**config.mk**
```make
export PLATFORM = sky130hd
export DESIGN_NAME = spi_link_top
export DESIGN_NICKNAME = d
export VERILOG_FILES = /design/src/rtl/spi_pkg.sv /design/src/rtl/regs_pkg.sv /design/src/rtl/spi_cmd_issuer.sv /design/src/rtl/spi_master.sv /design/src/rtl/spi_reg_slave.sv /design/src/rtl/spi_resp_collector.sv /design/src/rtl/spi_link_top.sv
export SDC_FILE = /design/constraint.sdc
export NUM_CORES = 1
export LEC_CHECK = 0
export BUFFER_PORTS_ARGS = -buffer_cell sky130_fd_sc_hd__buf_2
export CELL_PAD_IN_SITES_DETAIL_PLACEMENT = 1
export CELL_PAD_IN_SITES_GLOBAL_PLACEMENT = 1
export CORE_UTILIZATION = 45
export DETAILED_ROUTE_END_ITERATION = 10
export GPL_TIMING_DRIVEN = 0
export PLACE_DENSITY_LB_ADDON = 0.12
export SLEW_MARGIN = 25
export SYNTH_ARGS = -nofsm -noshare
export SYNTH_HDL_FRONTEND = slang
export SYNTH_SLANG_ARGS = --single-unit
```
**constraint.sdc**
```tcl
create_clock -name clk -period 3.55 [get_ports clk]
set_input_delay 0.355 -clock clk [delete_from_list [all_inputs] [get_ports clk]]
set_output_delay 0.355 -clock clk [all_outputs]
set_load 0.05 [all_outputs]
```
**src/rtl/spi_pkg.sv**
```systemverilog
package spi_pkg;

  // serial byte
  localparam int BYTE_WIDTH = 8;

  typedef logic [BYTE_WIDTH-1:0] spi_byte_t;

  // counts the eight bits of one byte
  localparam int BIT_COUNT_WIDTH = 3;

  // sclk runs at clk/2, so two clk cycles per bit
  localparam int BYTE_CYCLES = 2 * BYTE_WIDTH;

endpackage

```
**src/rtl/regs_pkg.sv**
```systemverilog
package regs_pkg;

  localparam int REG_COUNT  = 16;
  localparam int ADDR_WIDTH = $clog2(REG_COUNT);

  typedef logic [ADDR_WIDTH-1:0] reg_addr_t;

  // write flag sits in bit 7 of the command byte, address in bits 3..0, the rest is zero
  localparam int CMD_WRITE_BIT = 7;

  typedef struct packed {
    logic               write;
    reg_addr_t          addr;
    spi_pkg::spi_byte_t wdata;
  } reg_cmd_t;

  typedef struct packed {
    reg_addr_t          addr;
    spi_pkg::spi_byte_t rdata;  // value before the access
  } reg_resp_t;

  // two bytes of start + shift + finish, data relaunch and response stage
  localparam int FRAME_CYCLES = 2 * (spi_pkg::BYTE_CYCLES + 2) + 2;

  function automatic spi_pkg::spi_byte_t make_cmd_byte(input logic write,
                                                       input reg_addr_t addr);
    spi_pkg::spi_byte_t b;
    b = '0;
    b[CMD_WRITE_BIT] = write;
    b[ADDR_WIDTH-1:0] = addr;
    return b;
  endfunction

endpackage

```
**src/rtl/spi_cmd_issuer.sv**
```systemverilog
`timescale 1ns/1ps

module spi_cmd_issuer (
  input  logic                clk,
  input  logic                rst_n,
  input  logic                cmd_valid,
  input  regs_pkg::reg_cmd_t  cmd,
  output logic                busy,
  output logic                byte_start,
  output spi_pkg::spi_byte_t  tx_byte,
  output logic                frame_end,
  input  logic                byte_done,
  output logic                frame_start,
  output regs_pkg::reg_addr_t frame_addr
);
  import regs_pkg::*;

  typedef enum logic [1:0] {IDLE, CMD_BYTE, DATA_BYTE} state_t;

  state_t   state;
  reg_cmd_t cmd_q;
  logic     accept;
  logic     data_start;  // launches the second byte

  assign accept      = (state == IDLE) && cmd_valid;
  assign busy        = (state != IDLE);
  assign frame_start = accept;
  assign frame_addr  = cmd.addr;
  assign byte_start  = accept || data_start;
  assign frame_end   = (state == DATA_BYTE);  // last byte of the frame

  // command byte goes out straight from the strobe, data byte from the latch
  assign tx_byte = (state == IDLE) ? make_cmd_byte(cmd.write, cmd.addr) :
                   (cmd_q.write ? cmd_q.wdata : '0);

  always_ff @(posedge clk or negedge rst_n) begin
    if (!rst_n) begin
      state      <= IDLE;
      data_start <= 1'b0;
    end else begin
      data_start <= 1'b0;
      case (state)
        IDLE: begin
          if (cmd_valid) begin
            state <= CMD_BYTE;
          end
        end
        CMD_BYTE: begin
          if (byte_done) begin
            state      <= DATA_BYTE;
            data_start <= 1'b1;
          end
        end
        DATA_BYTE: begin
          if (byte_done) begin
            state <= IDLE;  // busy drops with the response
          end
        end
        default: state <= IDLE;
      endcase
    end
  end

  always_ff @(posedge clk) begin
    if (accept) begin
      cmd_q <= cmd;
    end
  end

endmodule

```
**src/rtl/spi_master.sv**
```systemverilog
`timescale 1ns/1ps

module spi_master (
  input  logic               clk,
  input  logic               rst_n,
  input  logic               byte_start,
  input  spi_pkg::spi_byte_t tx_byte,
  input  logic               frame_end,
  output logic               byte_done,
  output spi_pkg::spi_byte_t rx_byte,
  output logic               sclk,
  output logic               mosi,
  output logic               ss_n,
  input  logic               miso
);
  import spi_pkg::*;

  typedef enum logic [1:0] {IDLE, TRANSMIT, FINISH} state_t;

  state_t                     state;
  state_t                     next_state;
  spi_byte_t                  tx_shift;
  spi_byte_t                  rx_shift;
  logic [BIT_COUNT_WIDTH-1:0] bit_cnt;
  logic                       start_ok;
  logic                       last_byte;  // release ss_n after this byte

  assign start_ok = (state == IDLE) && byte_start;
  assign mosi     = tx_shift[BYTE_WIDTH-1];
  assign rx_byte  = rx_shift;

  always_ff @(posedge clk or negedge rst_n) begin
    if (!rst_n) begin
      state <= IDLE;
    end else begin
      state <= next_state;
    end
  end

  always_comb begin
    next_state = state;
    case (state)
      IDLE: begin
        if (byte_start) begin
          next_state = TRANSMIT;
        end
      end
      TRANSMIT: begin
        if (sclk && bit_cnt == '1) begin
          next_state = FINISH;  // eighth falling edge
        end
      end
      FINISH: next_state = IDLE;
      default: next_state = IDLE;
    endcase
  end

  // toggles every clk while shifting, rests low
  always_ff @(posedge clk or negedge rst_n) begin
    if (!rst_n) begin
      sclk <= 1'b0;
    end else if (state == TRANSMIT) begin
      sclk <= ~sclk;
    end else begin
      sclk <= 1'b0;
    end
  end

  always_ff @(posedge clk) begin
    if (start_ok) begin
      tx_shift <= tx_byte;
    end else if (state == TRANSMIT && sclk) begin
      tx_shift <= {tx_shift[BYTE_WIDTH-2:0], 1'b0};  // falling sclk
    end
  end

  always_ff @(posedge clk) begin
    if (state == TRANSMIT && !sclk) begin
      rx_shift <= {rx_shift[BYTE_WIDTH-2:0], miso};  // rising sclk
    end
  end

  always_ff @(posedge clk or negedge rst_n) begin
    if (!rst_n) begin
      bit_cnt <= '0;
    end else if (start_ok) begin
      bit_cnt <= '0;
    end else if (state == TRANSMIT && sclk) begin
      bit_cnt <= bit_cnt + 1'b1;
    end
  end

  // chip select spans every byte of a frame
  always_ff @(posedge clk or negedge rst_n) begin
    if (!rst_n) begin
      ss_n      <= 1'b1;
      byte_done <= 1'b0;
      last_byte <= 1'b0;
    end else begin
      byte_done <= (state == FINISH);
      if (start_ok) begin
        ss_n      <= 1'b0;
        last_byte <= frame_end;
      end else if (state == FINISH && last_byte) begin
        ss_n <= 1'b1;
      end
    end
  end

endmodule

```
**src/rtl/spi_reg_slave.sv**
```systemverilog
`timescale 1ns/1ps

module spi_reg_slave (
  input  logic clk,
  input  logic rst_n,
  input  logic sclk,
  input  logic mosi,
  input  logic ss_n,
  output logic miso
);
  import spi_pkg::*;
  import regs_pkg::*;

  spi_byte_t                  regs [REG_COUNT];
  spi_byte_t                  rx_shift;
  spi_byte_t                  rx_next;
  spi_byte_t                  tx_shift;
  logic [BIT_COUNT_WIDTH-1:0] bit_cnt;
  logic                       sclk_q;
  logic                       ss_n_q;
  logic                       sclk_rise;
  logic                       ss_n_rise;
  logic                       cmd_seen;   // command byte taken
  logic                       data_seen;  // data byte complete
  logic                       cmd_take;
  logic                       wr_flag;
  reg_addr_t                  addr_q;

  // sclk comes from a clk register, so edges show up one clk later here
  assign sclk_rise = sclk && !sclk_q;
  assign ss_n_rise = ss_n && !ss_n_q;
  assign rx_next   = {rx_shift[BYTE_WIDTH-2:0], mosi};
  assign cmd_take  = !ss_n && sclk_rise && !cmd_seen && bit_cnt == '1;
  assign miso      = tx_shift[BYTE_WIDTH-1];

  always_ff @(posedge clk or negedge rst_n) begin
    if (!rst_n) begin
      sclk_q <= 1'b0;
      ss_n_q <= 1'b1;
    end else begin
      sclk_q <= sclk;
      ss_n_q <= ss_n;
    end
  end

  always_ff @(posedge clk or negedge rst_n) begin
    if (!rst_n) begin
      rx_shift  <= '0;
      bit_cnt   <= '0;
      cmd_seen  <= 1'b0;
      data_seen <= 1'b0;
    end else if (ss_n) begin
      rx_shift  <= '0;  // deselected
      bit_cnt   <= '0;
      cmd_seen  <= 1'b0;
      data_seen <= 1'b0;
    end else if (sclk_rise) begin
      rx_shift <= rx_next;
      bit_cnt  <= bit_cnt + 1'b1;
      if (bit_cnt == '1) begin
        cmd_seen  <= 1'b1;
        data_seen <= cmd_seen;
      end
    end
  end

  always_ff @(posedge clk or negedge rst_n) begin
    if (!rst_n) begin
      wr_flag <= 1'b0;
      addr_q  <= '0;
    end else if (cmd_take) begin
      wr_flag <= rx_next[CMD_WRITE_BIT];
      addr_q  <= rx_next[ADDR_WIDTH-1:0];
    end
  end

  // the shift on the detected rise lands with the falling sclk
  always_ff @(posedge clk or negedge rst_n) begin
    if (!rst_n) begin
      tx_shift <= '0;
    end else if (ss_n) begin
      tx_shift <= '0;
    end else if (cmd_take) begin
      tx_shift <= regs[rx_next[ADDR_WIDTH-1:0]];  // old value for byte two
    end else if (sclk_rise) begin
      tx_shift <= {tx_shift[BYTE_WIDTH-2:0], 1'b0};
    end
  end

  always_ff @(posedge clk or negedge rst_n) begin
    if (!rst_n) begin
      for (int i = 0; i < REG_COUNT; i++) begin
        regs[i] <= '0;
      end
    end else if (ss_n_rise && wr_flag && data_seen) begin
      regs[addr_q] <= rx_shift;
    end
  end

endmodule

```
**src/rtl/spi_resp_collector.sv**
```systemverilog
`timescale 1ns/1ps

module spi_resp_collector (
  input  logic                clk,
  input  logic                rst_n,
  input  logic                frame_start,
  input  regs_pkg::reg_addr_t frame_addr,
  input  logic                byte_done,
  input  spi_pkg::spi_byte_t  rx_byte,
  output logic                resp_valid,
  output regs_pkg::reg_resp_t resp
);
  import regs_pkg::*;

  reg_addr_t addr_q;
  logic      second_byte;  // next byte_done ends the frame

  always_ff @(posedge clk or negedge rst_n) begin
    if (!rst_n) begin
      second_byte <= 1'b0;
      resp_valid  <= 1'b0;
    end else begin
      resp_valid <= byte_done && second_byte;
      if (frame_start) begin
        second_byte <= 1'b0;
      end else if (byte_done) begin
        second_byte <= ~second_byte;
      end
    end
  end

  always_ff @(posedge clk) begin
    if (frame_start) begin
      addr_q <= frame_addr;
    end
    if (byte_done && second_byte) begin
      resp.addr  <= addr_q;
      resp.rdata <= rx_byte;  // old register value
    end
  end

endmodule

```
**src/rtl/spi_link_top.sv**
```systemverilog
`timescale 1ns/1ps

module spi_link_top (
  input  logic                clk,
  input  logic                rst_n,
  input  logic                cmd_valid,
  input  regs_pkg::reg_cmd_t  cmd,
  output logic                busy,
  output logic                resp_valid,
  output regs_pkg::reg_resp_t resp
);
  import spi_pkg::*;
  import regs_pkg::*;

  logic      byte_start;
  logic      byte_done;
  logic      frame_end;
  logic      frame_start;
  reg_addr_t frame_addr;
  spi_byte_t tx_byte;
  spi_byte_t rx_byte;
  logic      sclk;
  logic      mosi;
  logic      miso;
  logic      ss_n;

  spi_cmd_issuer i_issuer (
    .clk         (clk),
    .rst_n       (rst_n),
    .cmd_valid   (cmd_valid),
    .cmd         (cmd),
    .busy        (busy),
    .byte_start  (byte_start),
    .tx_byte     (tx_byte),
    .frame_end   (frame_end),
    .byte_done   (byte_done),
    .frame_start (frame_start),
    .frame_addr  (frame_addr)
  );

  spi_master i_master (
    .clk        (clk),
    .rst_n      (rst_n),
    .byte_start (byte_start),
    .tx_byte    (tx_byte),
    .frame_end  (frame_end),
    .byte_done  (byte_done),
    .rx_byte    (rx_byte),
    .sclk       (sclk),
    .mosi       (mosi),
    .ss_n       (ss_n),
    .miso       (miso)
  );

  spi_reg_slave i_slave (
    .clk   (clk),
    .rst_n (rst_n),
    .sclk  (sclk),
    .mosi  (mosi),
    .ss_n  (ss_n),
    .miso  (miso)
  );

  spi_resp_collector i_collector (
    .clk         (clk),
    .rst_n       (rst_n),
    .frame_start (frame_start),
    .frame_addr  (frame_addr),
    .byte_done   (byte_done),
    .rx_byte     (rx_byte),
    .resp_valid  (resp_valid),
    .resp        (resp)
  );

endmodule

```
After elaboration in Yosys (flattened, before gate mapping)
Cells that the tools add are included.
{"block": "op_classes", "add_sub_neg": 2, "n_bitwise": 4, "n_reduce_logical": 33, "eq_ne": 11, "order_cmp": 3, "n_mux": 39}
{"cell": "bitwise mux 128 bit", "n": 1}
{"cell": "2-to-1 mux 8 bit", "n": 12}
{"cell": "binary-select mux 8 bit (select 4 bit)", "n": 1}
{"cell": "demux 8 bit (select 4 bit)", "n": 1}
{"cell": "logical AND 1 bit", "n": 15}
{"cell": "2-to-1 mux 1 bit", "n": 13}
{"cell": "2-to-1 mux 3 bit", "n": 4}
{"cell": "nonzero test 2 bit", "n": 6}
{"cell": "greater-or-equal comparator 5 bit (second input constant)", "n": 2}
{"cell": "2-to-1 mux 2 bit", "n": 5}
{"cell": "NOT 4 -> 5 bit", "n": 2}
{"cell": "adder 3 x 1 -> 3 bit (second input constant)", "n": 2}
{"cell": "equality test 3 bit (second input constant)", "n": 2}
{"cell": "inequality test 2 x 1 -> 1 bit (second input constant)", "n": 3}
{"cell": "one-hot mux 2 bit (3 select lines)", "n": 1}
{"cell": "zero test 1 bit", "n": 5}
{"cell": "less-than comparator 5 x 1 -> 1 bit (second input constant)", "n": 1}
{"cell": "equality test 2 x 1 -> 1 bit (second input constant)", "n": 2}
{"cell": "equality test 2 bit (second input constant)", "n": 2}
{"cell": "zero test 2 bit", "n": 2}
{"cell": "inequality test 2 bit (second input constant)", "n": 2}
{"cell": "one-hot mux 2 bit (2 select lines)", "n": 1}
{"cell": "AND reduction 2 bit", "n": 2}
{"cell": "AND reduction 3 bit", "n": 1}
{"cell": "3 further kinds", "n": 4}
{"block": "totals", "output_inout_bits": 14, "wordCells": 134, "register_bits": 211, "input_bits": 16}

Longest topological paths before layout
{"block": "logic_depth", "depth_word": 7, "depth_mapped": 7, "ltp_nobuf": 6}

Modules after synthesis
A second synthesis with hierarchy kept.
{"block": "unflattened", "hier_cells": 608, "hier_area_um2": 9223.8}
{"module": "spi_reg_slave", "cells_each": 475, "area_each_um2": 7098.1, "n_inst": 1, "seq_area_each_um2": 3905.0}
{"module": "spi_master", "cells_each": 64, "area_each_um2": 1004.7, "n_inst": 1, "seq_area_each_um2": 706.9}
{"module": "spi_cmd_issuer", "cells_each": 48, "area_each_um2": 570.5, "n_inst": 1, "seq_area_each_um2": 345.3}
{"module": "spi_resp_collector", "cells_each": 21, "area_each_um2": 550.5, "n_inst": 1, "seq_area_each_um2": 530.5}

Worst setup path after synthesis
No wires, ideal clock.
{"block": "synth_path", "path_kind": "reg-to-reg", "startpoint": "register i_issuer.state[1]", "endpoint": "register i_master.tx_shift[0] (enable)", "period_less_slack_ps": 2832, "required_time_ps": 3221, "arrival_time_ps": 2503, "path_buffers": 1, "slack_ps": 718, "stages_incl_launch_ff": 5, "setup_time_ps": 329, "cell_sequence": "dfrtp_1 > nor3b_1 > o21ai_1 > clkbuf_1 > nand2_1"}
{"block": "synth_via", "elab_chain_cells": 5}
{"element": "from (decl)", "line": "spi_cmd_issuer.sv:20", "rtl": "state_t state;"}
{"element": "from (signal assigned)", "line": "spi_cmd_issuer.sv:38", "rtl": "state <= IDLE;"}
{"element": "from (signal assigned)", "line": "spi_cmd_issuer.sv:45", "rtl": "state <= CMD_BYTE;"}
{"element": "from (signal assigned)", "line": "spi_cmd_issuer.sv:50", "rtl": "state <= DATA_BYTE;"}
{"element": "zero test 2 bit", "line": "spi_cmd_issuer.sv:25", "rtl": "assign accept = (state == IDLE) && cmd_valid;"}
{"element": "logical AND 1 bit", "line": "spi_cmd_issuer.sv:25"}
{"element": "net frame_start", "line": "spi_link_top.sv:18", "rtl": "logic frame_start;"}
{"element": "logical OR 1 bit", "line": "spi_cmd_issuer.sv:29", "rtl": "assign byte_start = accept || data_start;"}
{"element": "logical AND 1 bit", "line": "spi_master.sv:28", "rtl": "assign start_ok = (state == IDLE) && byte_start;"}
{"element": "nonzero test 2 bit (no source line)"}
{"element": "to (signal assigned)", "line": "spi_master.sv:71", "rtl": "tx_shift <= tx_byte;"}
{"element": "to (signal assigned)", "line": "spi_master.sv:73", "rtl": "tx_shift <= {tx_shift[BYTE_WIDTH-2:0], 1'b0};"}
{"element": "to (decl)", "line": "spi_master.sv:22", "rtl": "spi_byte_t tx_shift;"}
The timed path passes the listed nets, and every way through them passes these cells.
A chain may end at the register's enable or synchronous reset.

Worst setup path in the final report
{"block": "layout_path", "startpoint": "register i_slave.rx_shift[1]", "endpoint": "register i_slave.rx_shift[2]"}
{"block": "layout_via", "elab_chain_cells": 2}
{"element": "from (decl)", "line": "spi_reg_slave.sv:15", "rtl": "spi_byte_t rx_shift;"}
{"element": "from (signal assigned)", "line": "spi_reg_slave.sv:58", "rtl": "rx_shift <= rx_next;"}
{"element": "2-to-1 mux 8 bit", "line": "spi_reg_slave.sv:57", "rtl": "end else if (sclk_rise) begin"}
{"element": "2-to-1 mux 8 bit", "line": "spi_reg_slave.sv:52", "rtl": "end else if (ss_n) begin"}
Every way passes these cells. The select of a mux whose other input is x is not followed.

==> flow_metrics.py <==
metrics = {
    "layout": {
        "utilization_pct": 53.28,
        "finish.cell_count_without_fillers": 942,
        "post-route-cell-area_um2": 10370,
        "syn_to_final_growth_pct": 15.84,
        "final_net_count": 679,
        "num_antenna_cells": 0,
        "layout-drive-gt1-share_pct": 37.96,
        "final_common_cell": "dfrtp_1",
        "final_cell_mix": "168 x dfrtp_1, 138 x mux2_2, 43 x nand2_1",
    },
    "critical_path": {
        "worstPathRequired_ns": 3.98,
        "crit_fanout": 10,
        "worstRegToRegCells": 5,
        "r2r_slack_ns": 0.99,
        "cell_type_of_the_slowest_stage_on_the_worst_timing_path": "clkbuf_1",
        "setup.worst_path.end": "i_slave.rx_shift[2]",
        "worst_path_largest_cell_delay_ns": 0.70,
        "path_delay_family": "buffers and inverters",
        "worstPathArrival_ns": 2.99,
        "worstSetupPathDepth": 5,
        "crit-reg2reg-launch": "i_slave.rx_shift[1]",
        "endpoint_kind": "flip-flop",
        "reg2reg_to": "i_slave.rx_shift[2]",
        "setup.worst_path.class": "flip-flop to flip-flop",
        "crit_path_frequent_cell": "clkbuf_1",
        "critPathBufInv": 3,
        "critical_path.cell_chain": "clkbuf_1, clkbuf_1, clkbuf_1, nand2_1, a21oi_1",
        "startpoint_of_the_most_critical_setup_path": "i_slave.rx_shift[1]",
        "worst_setup_start_kind": "flip-flop",
    },
    "grt": {
        "grt_antenna_before_repair": 0,
        "grt_first_pass_wirelength_mm": 34.06,
        "grt_util_all_layers_pct": 22.51,
        "overflow": 0,
        "grt_pass1_vias": 5811,
        "grt_max_degree": 94,
    },
    "synthesis": {
        "mean_instance_size_in_the_synthesized_netlist_um2": 14.89,
        "synth-async-reset-ratio_pct": 80.57,
        "synth_seq_area_share_pct": 61.31,
        "synth.yosys.warnings": 0,
        "synthFlopType": "dfrtp_1",
        "synth-edff-count": 41,
        "ys_types": 38,
        "yosys_register_bits": 211,
        "synthesis.area_um2": 8951,
        "synthCells": 601,
        "synthesized_nets": 621,
    },
    "clocking": {
        "clock-root-buffer": "clkbuf_16",
        "clk_pin_slew_ns": 0.06,
        "holdBufCountCts": 1,
        "clk_latency_ns": 0.52,
        "numClockSinks": 211,
        "cts_setup_buffers": 0,
        "clk_path_buf_depth": 3,
        "inserted_clock_buffers": 24,
        "htree_num_levels": 1,
        "post_cts_resize_count": 0,
        "cts_tree": "yes",
    },
    "placed_design": {
        "placement.io_buffers": 29,
        "gp_routability_congestion": 0.7807,
        "placed_cells_incl_taps": 897,
        "placed_area_um2": 9478,
        "pre_cts_ws_ns": 0.9948,
        "final_hpwl_from_detailed_placement_mm": 14.55,
    },
    "timing": {
        "postLayoutSetupSlackWorst_ns": 0.9882,
        "slew-limit-headroom_pct": 29.92,
        "setup_viol_count_final": 0,
        "rsz0062_at_grt": "false",
        "finalCritPeriodShare_pct": 72.16,
        "maxSlewViolCount": 0,
        "finalHoldViolations": 0,
        "clock-skew-final_ns": 0.01033,
        "fmax_ghz": 0.3904,
        "layout_min_cycle_time_ns": 2.562,
        "setup-tns-final_ns": 0,
        "worst-slew-pin-transition_ns": 1.047,
    },
    "detailed_routing": {
        "firstDrtPassIters": 4,
        "ant_nets": 0,
        "drt-wirelength-per-cell_um": 22.62,
        "wl_mm": 21.31,
        "post_drt_via_cell_ratio": 5.552,
        "drc": 0,
        "dr_total_vias": 5230,
        "iter_0_drt_violations": 302,
    },
    "worst_hold_path": {
        "min_path_type": "input pin to flip-flop",
    },
    "die": {
        "die_height_um": 143.0,
        "pin_count": 30,
        "initial_utilization_pct": 45.99,
        "design.die.area_um2": 20460,
        "core_area_um2": 19460,
        "chipWidth_um": 143.0,
        "floorplan.rows": 51,
    },
    "job": {
        "maxCapViolations": 0,
    },
    "power_and_ir_drop": {
        "p_leak_nw": 4.677,
        "cellPowerDensity_nw_per_um2": 623.7,
        "ir_drop_uv": 356.4,
    },
    "outcome": {
        "status": "complete, no violations",
    },
}
layout make-up:
cell class,count,area [um2]
repair buffers,32,200.2
flip-flops and latches,211,5488
fillers,1890,9094
inverters,3,11.26
clock inverters,11,155.1
well taps,265,331.6
plain buffers,38,151.4
multi-input cells,349,3306
clock buffers,33,725.7
worst reg2reg max path, delay by kind of cell (launching register included):
family                 cells  cell delay, ns
buffers and inverters      3            1.81
AND/OR/NAND/NOR            1            0.15
flip-flops                 1            0.32
AO/OA/AOI/OAI              1            0.19
synthesized netlist by cell type (all sizes together) (10+ instances only):
cell	count	area (um2)
mux4	32	720.7
edfxtp	41	1231
o21ai	13	65.06
clkbuf	24	90.09
nor2	20	92.59
nand3	15	75.07
buf	14	61.31
dfrtp	168	4204
mux2	138	1554
mux2i	10	100.1
nand2	43	161.4
a21oi	26	130.1
and3	12	75.07
per-layer routing:
metal | up-vias | GRT usage [%] | routed length [um]
met5 | - | 0 | 0
met4 | 0 | 4.980 | 381
met3 | 31 | 3.186 | 595
met2 | 74 | 37.36 | 10570
met1 | 2802 | 31.43 | 9763
li1 | 2323 | - | -
per-stage QoR:
step / power, W / hold WS (ns)
5_1_grt: 0.006733 / 0.007198
6_report: 0.006467 / 0.02193
3_5_place_dp: 0.003846 / 0.3768
3_3_place_gp: 0.003792 / 0.3872
2_1_floorplan: 0.003435 / 0.05941
4_1_cts: 0.006546 / 0.002487
power by group:
part,internal [W],switching [W]
Sequential,0.00270,0.000144
Combinational,0.000280,0.000661
Clock,0.00171,0.000965
Total,0.00470,0.00177
sequential cells by signal, summed over array words and instances (netlist names), 8 cells and up:
name               flops
i_collector.resp      12
i_issuer.cmd_q         9
i_master.rx_byte       8
i_master.tx_shift      8
i_slave.regs         128
i_slave.rx_shift       8
i_slave.tx_shift       8
worst min-delay path by stage:
stage | cells after the start | from | slack [ns] | endpoint
after floorplan | 0 | rst_n | 0.06 | i_collector.resp_valid
after global routing | 1 | cmd[6] | 0.007 | i_issuer.cmd_q[6]
after global placement | 0 | i_master.ss_n | 0.39 | i_slave.ss_n_q
final | 1 | cmd[3] | 0.02 | i_issuer.cmd_q[3]
after CTS | 1 | cmd[0] | 0.002 | i_issuer.cmd_q[0]
after detailed placement | 1 | rst_n | 0.38 | i_slave.regs[124]
cell families (layout without fill, tap and decap cells):
family	after synthesis	in the layout	share of synthesized area, %
muxes	180	180	26.53
AOI/OAI and AO/OA	50	50	3.215
adders and majority gates	4	4	0.5592
and+or+nand+nor	112	112	6.276
xor gates and xnor gates	3	3	0.2936
buffers and inverters	41	117	1.817
DFF	211	211	61.31
(Power assumes the default switching activity.)
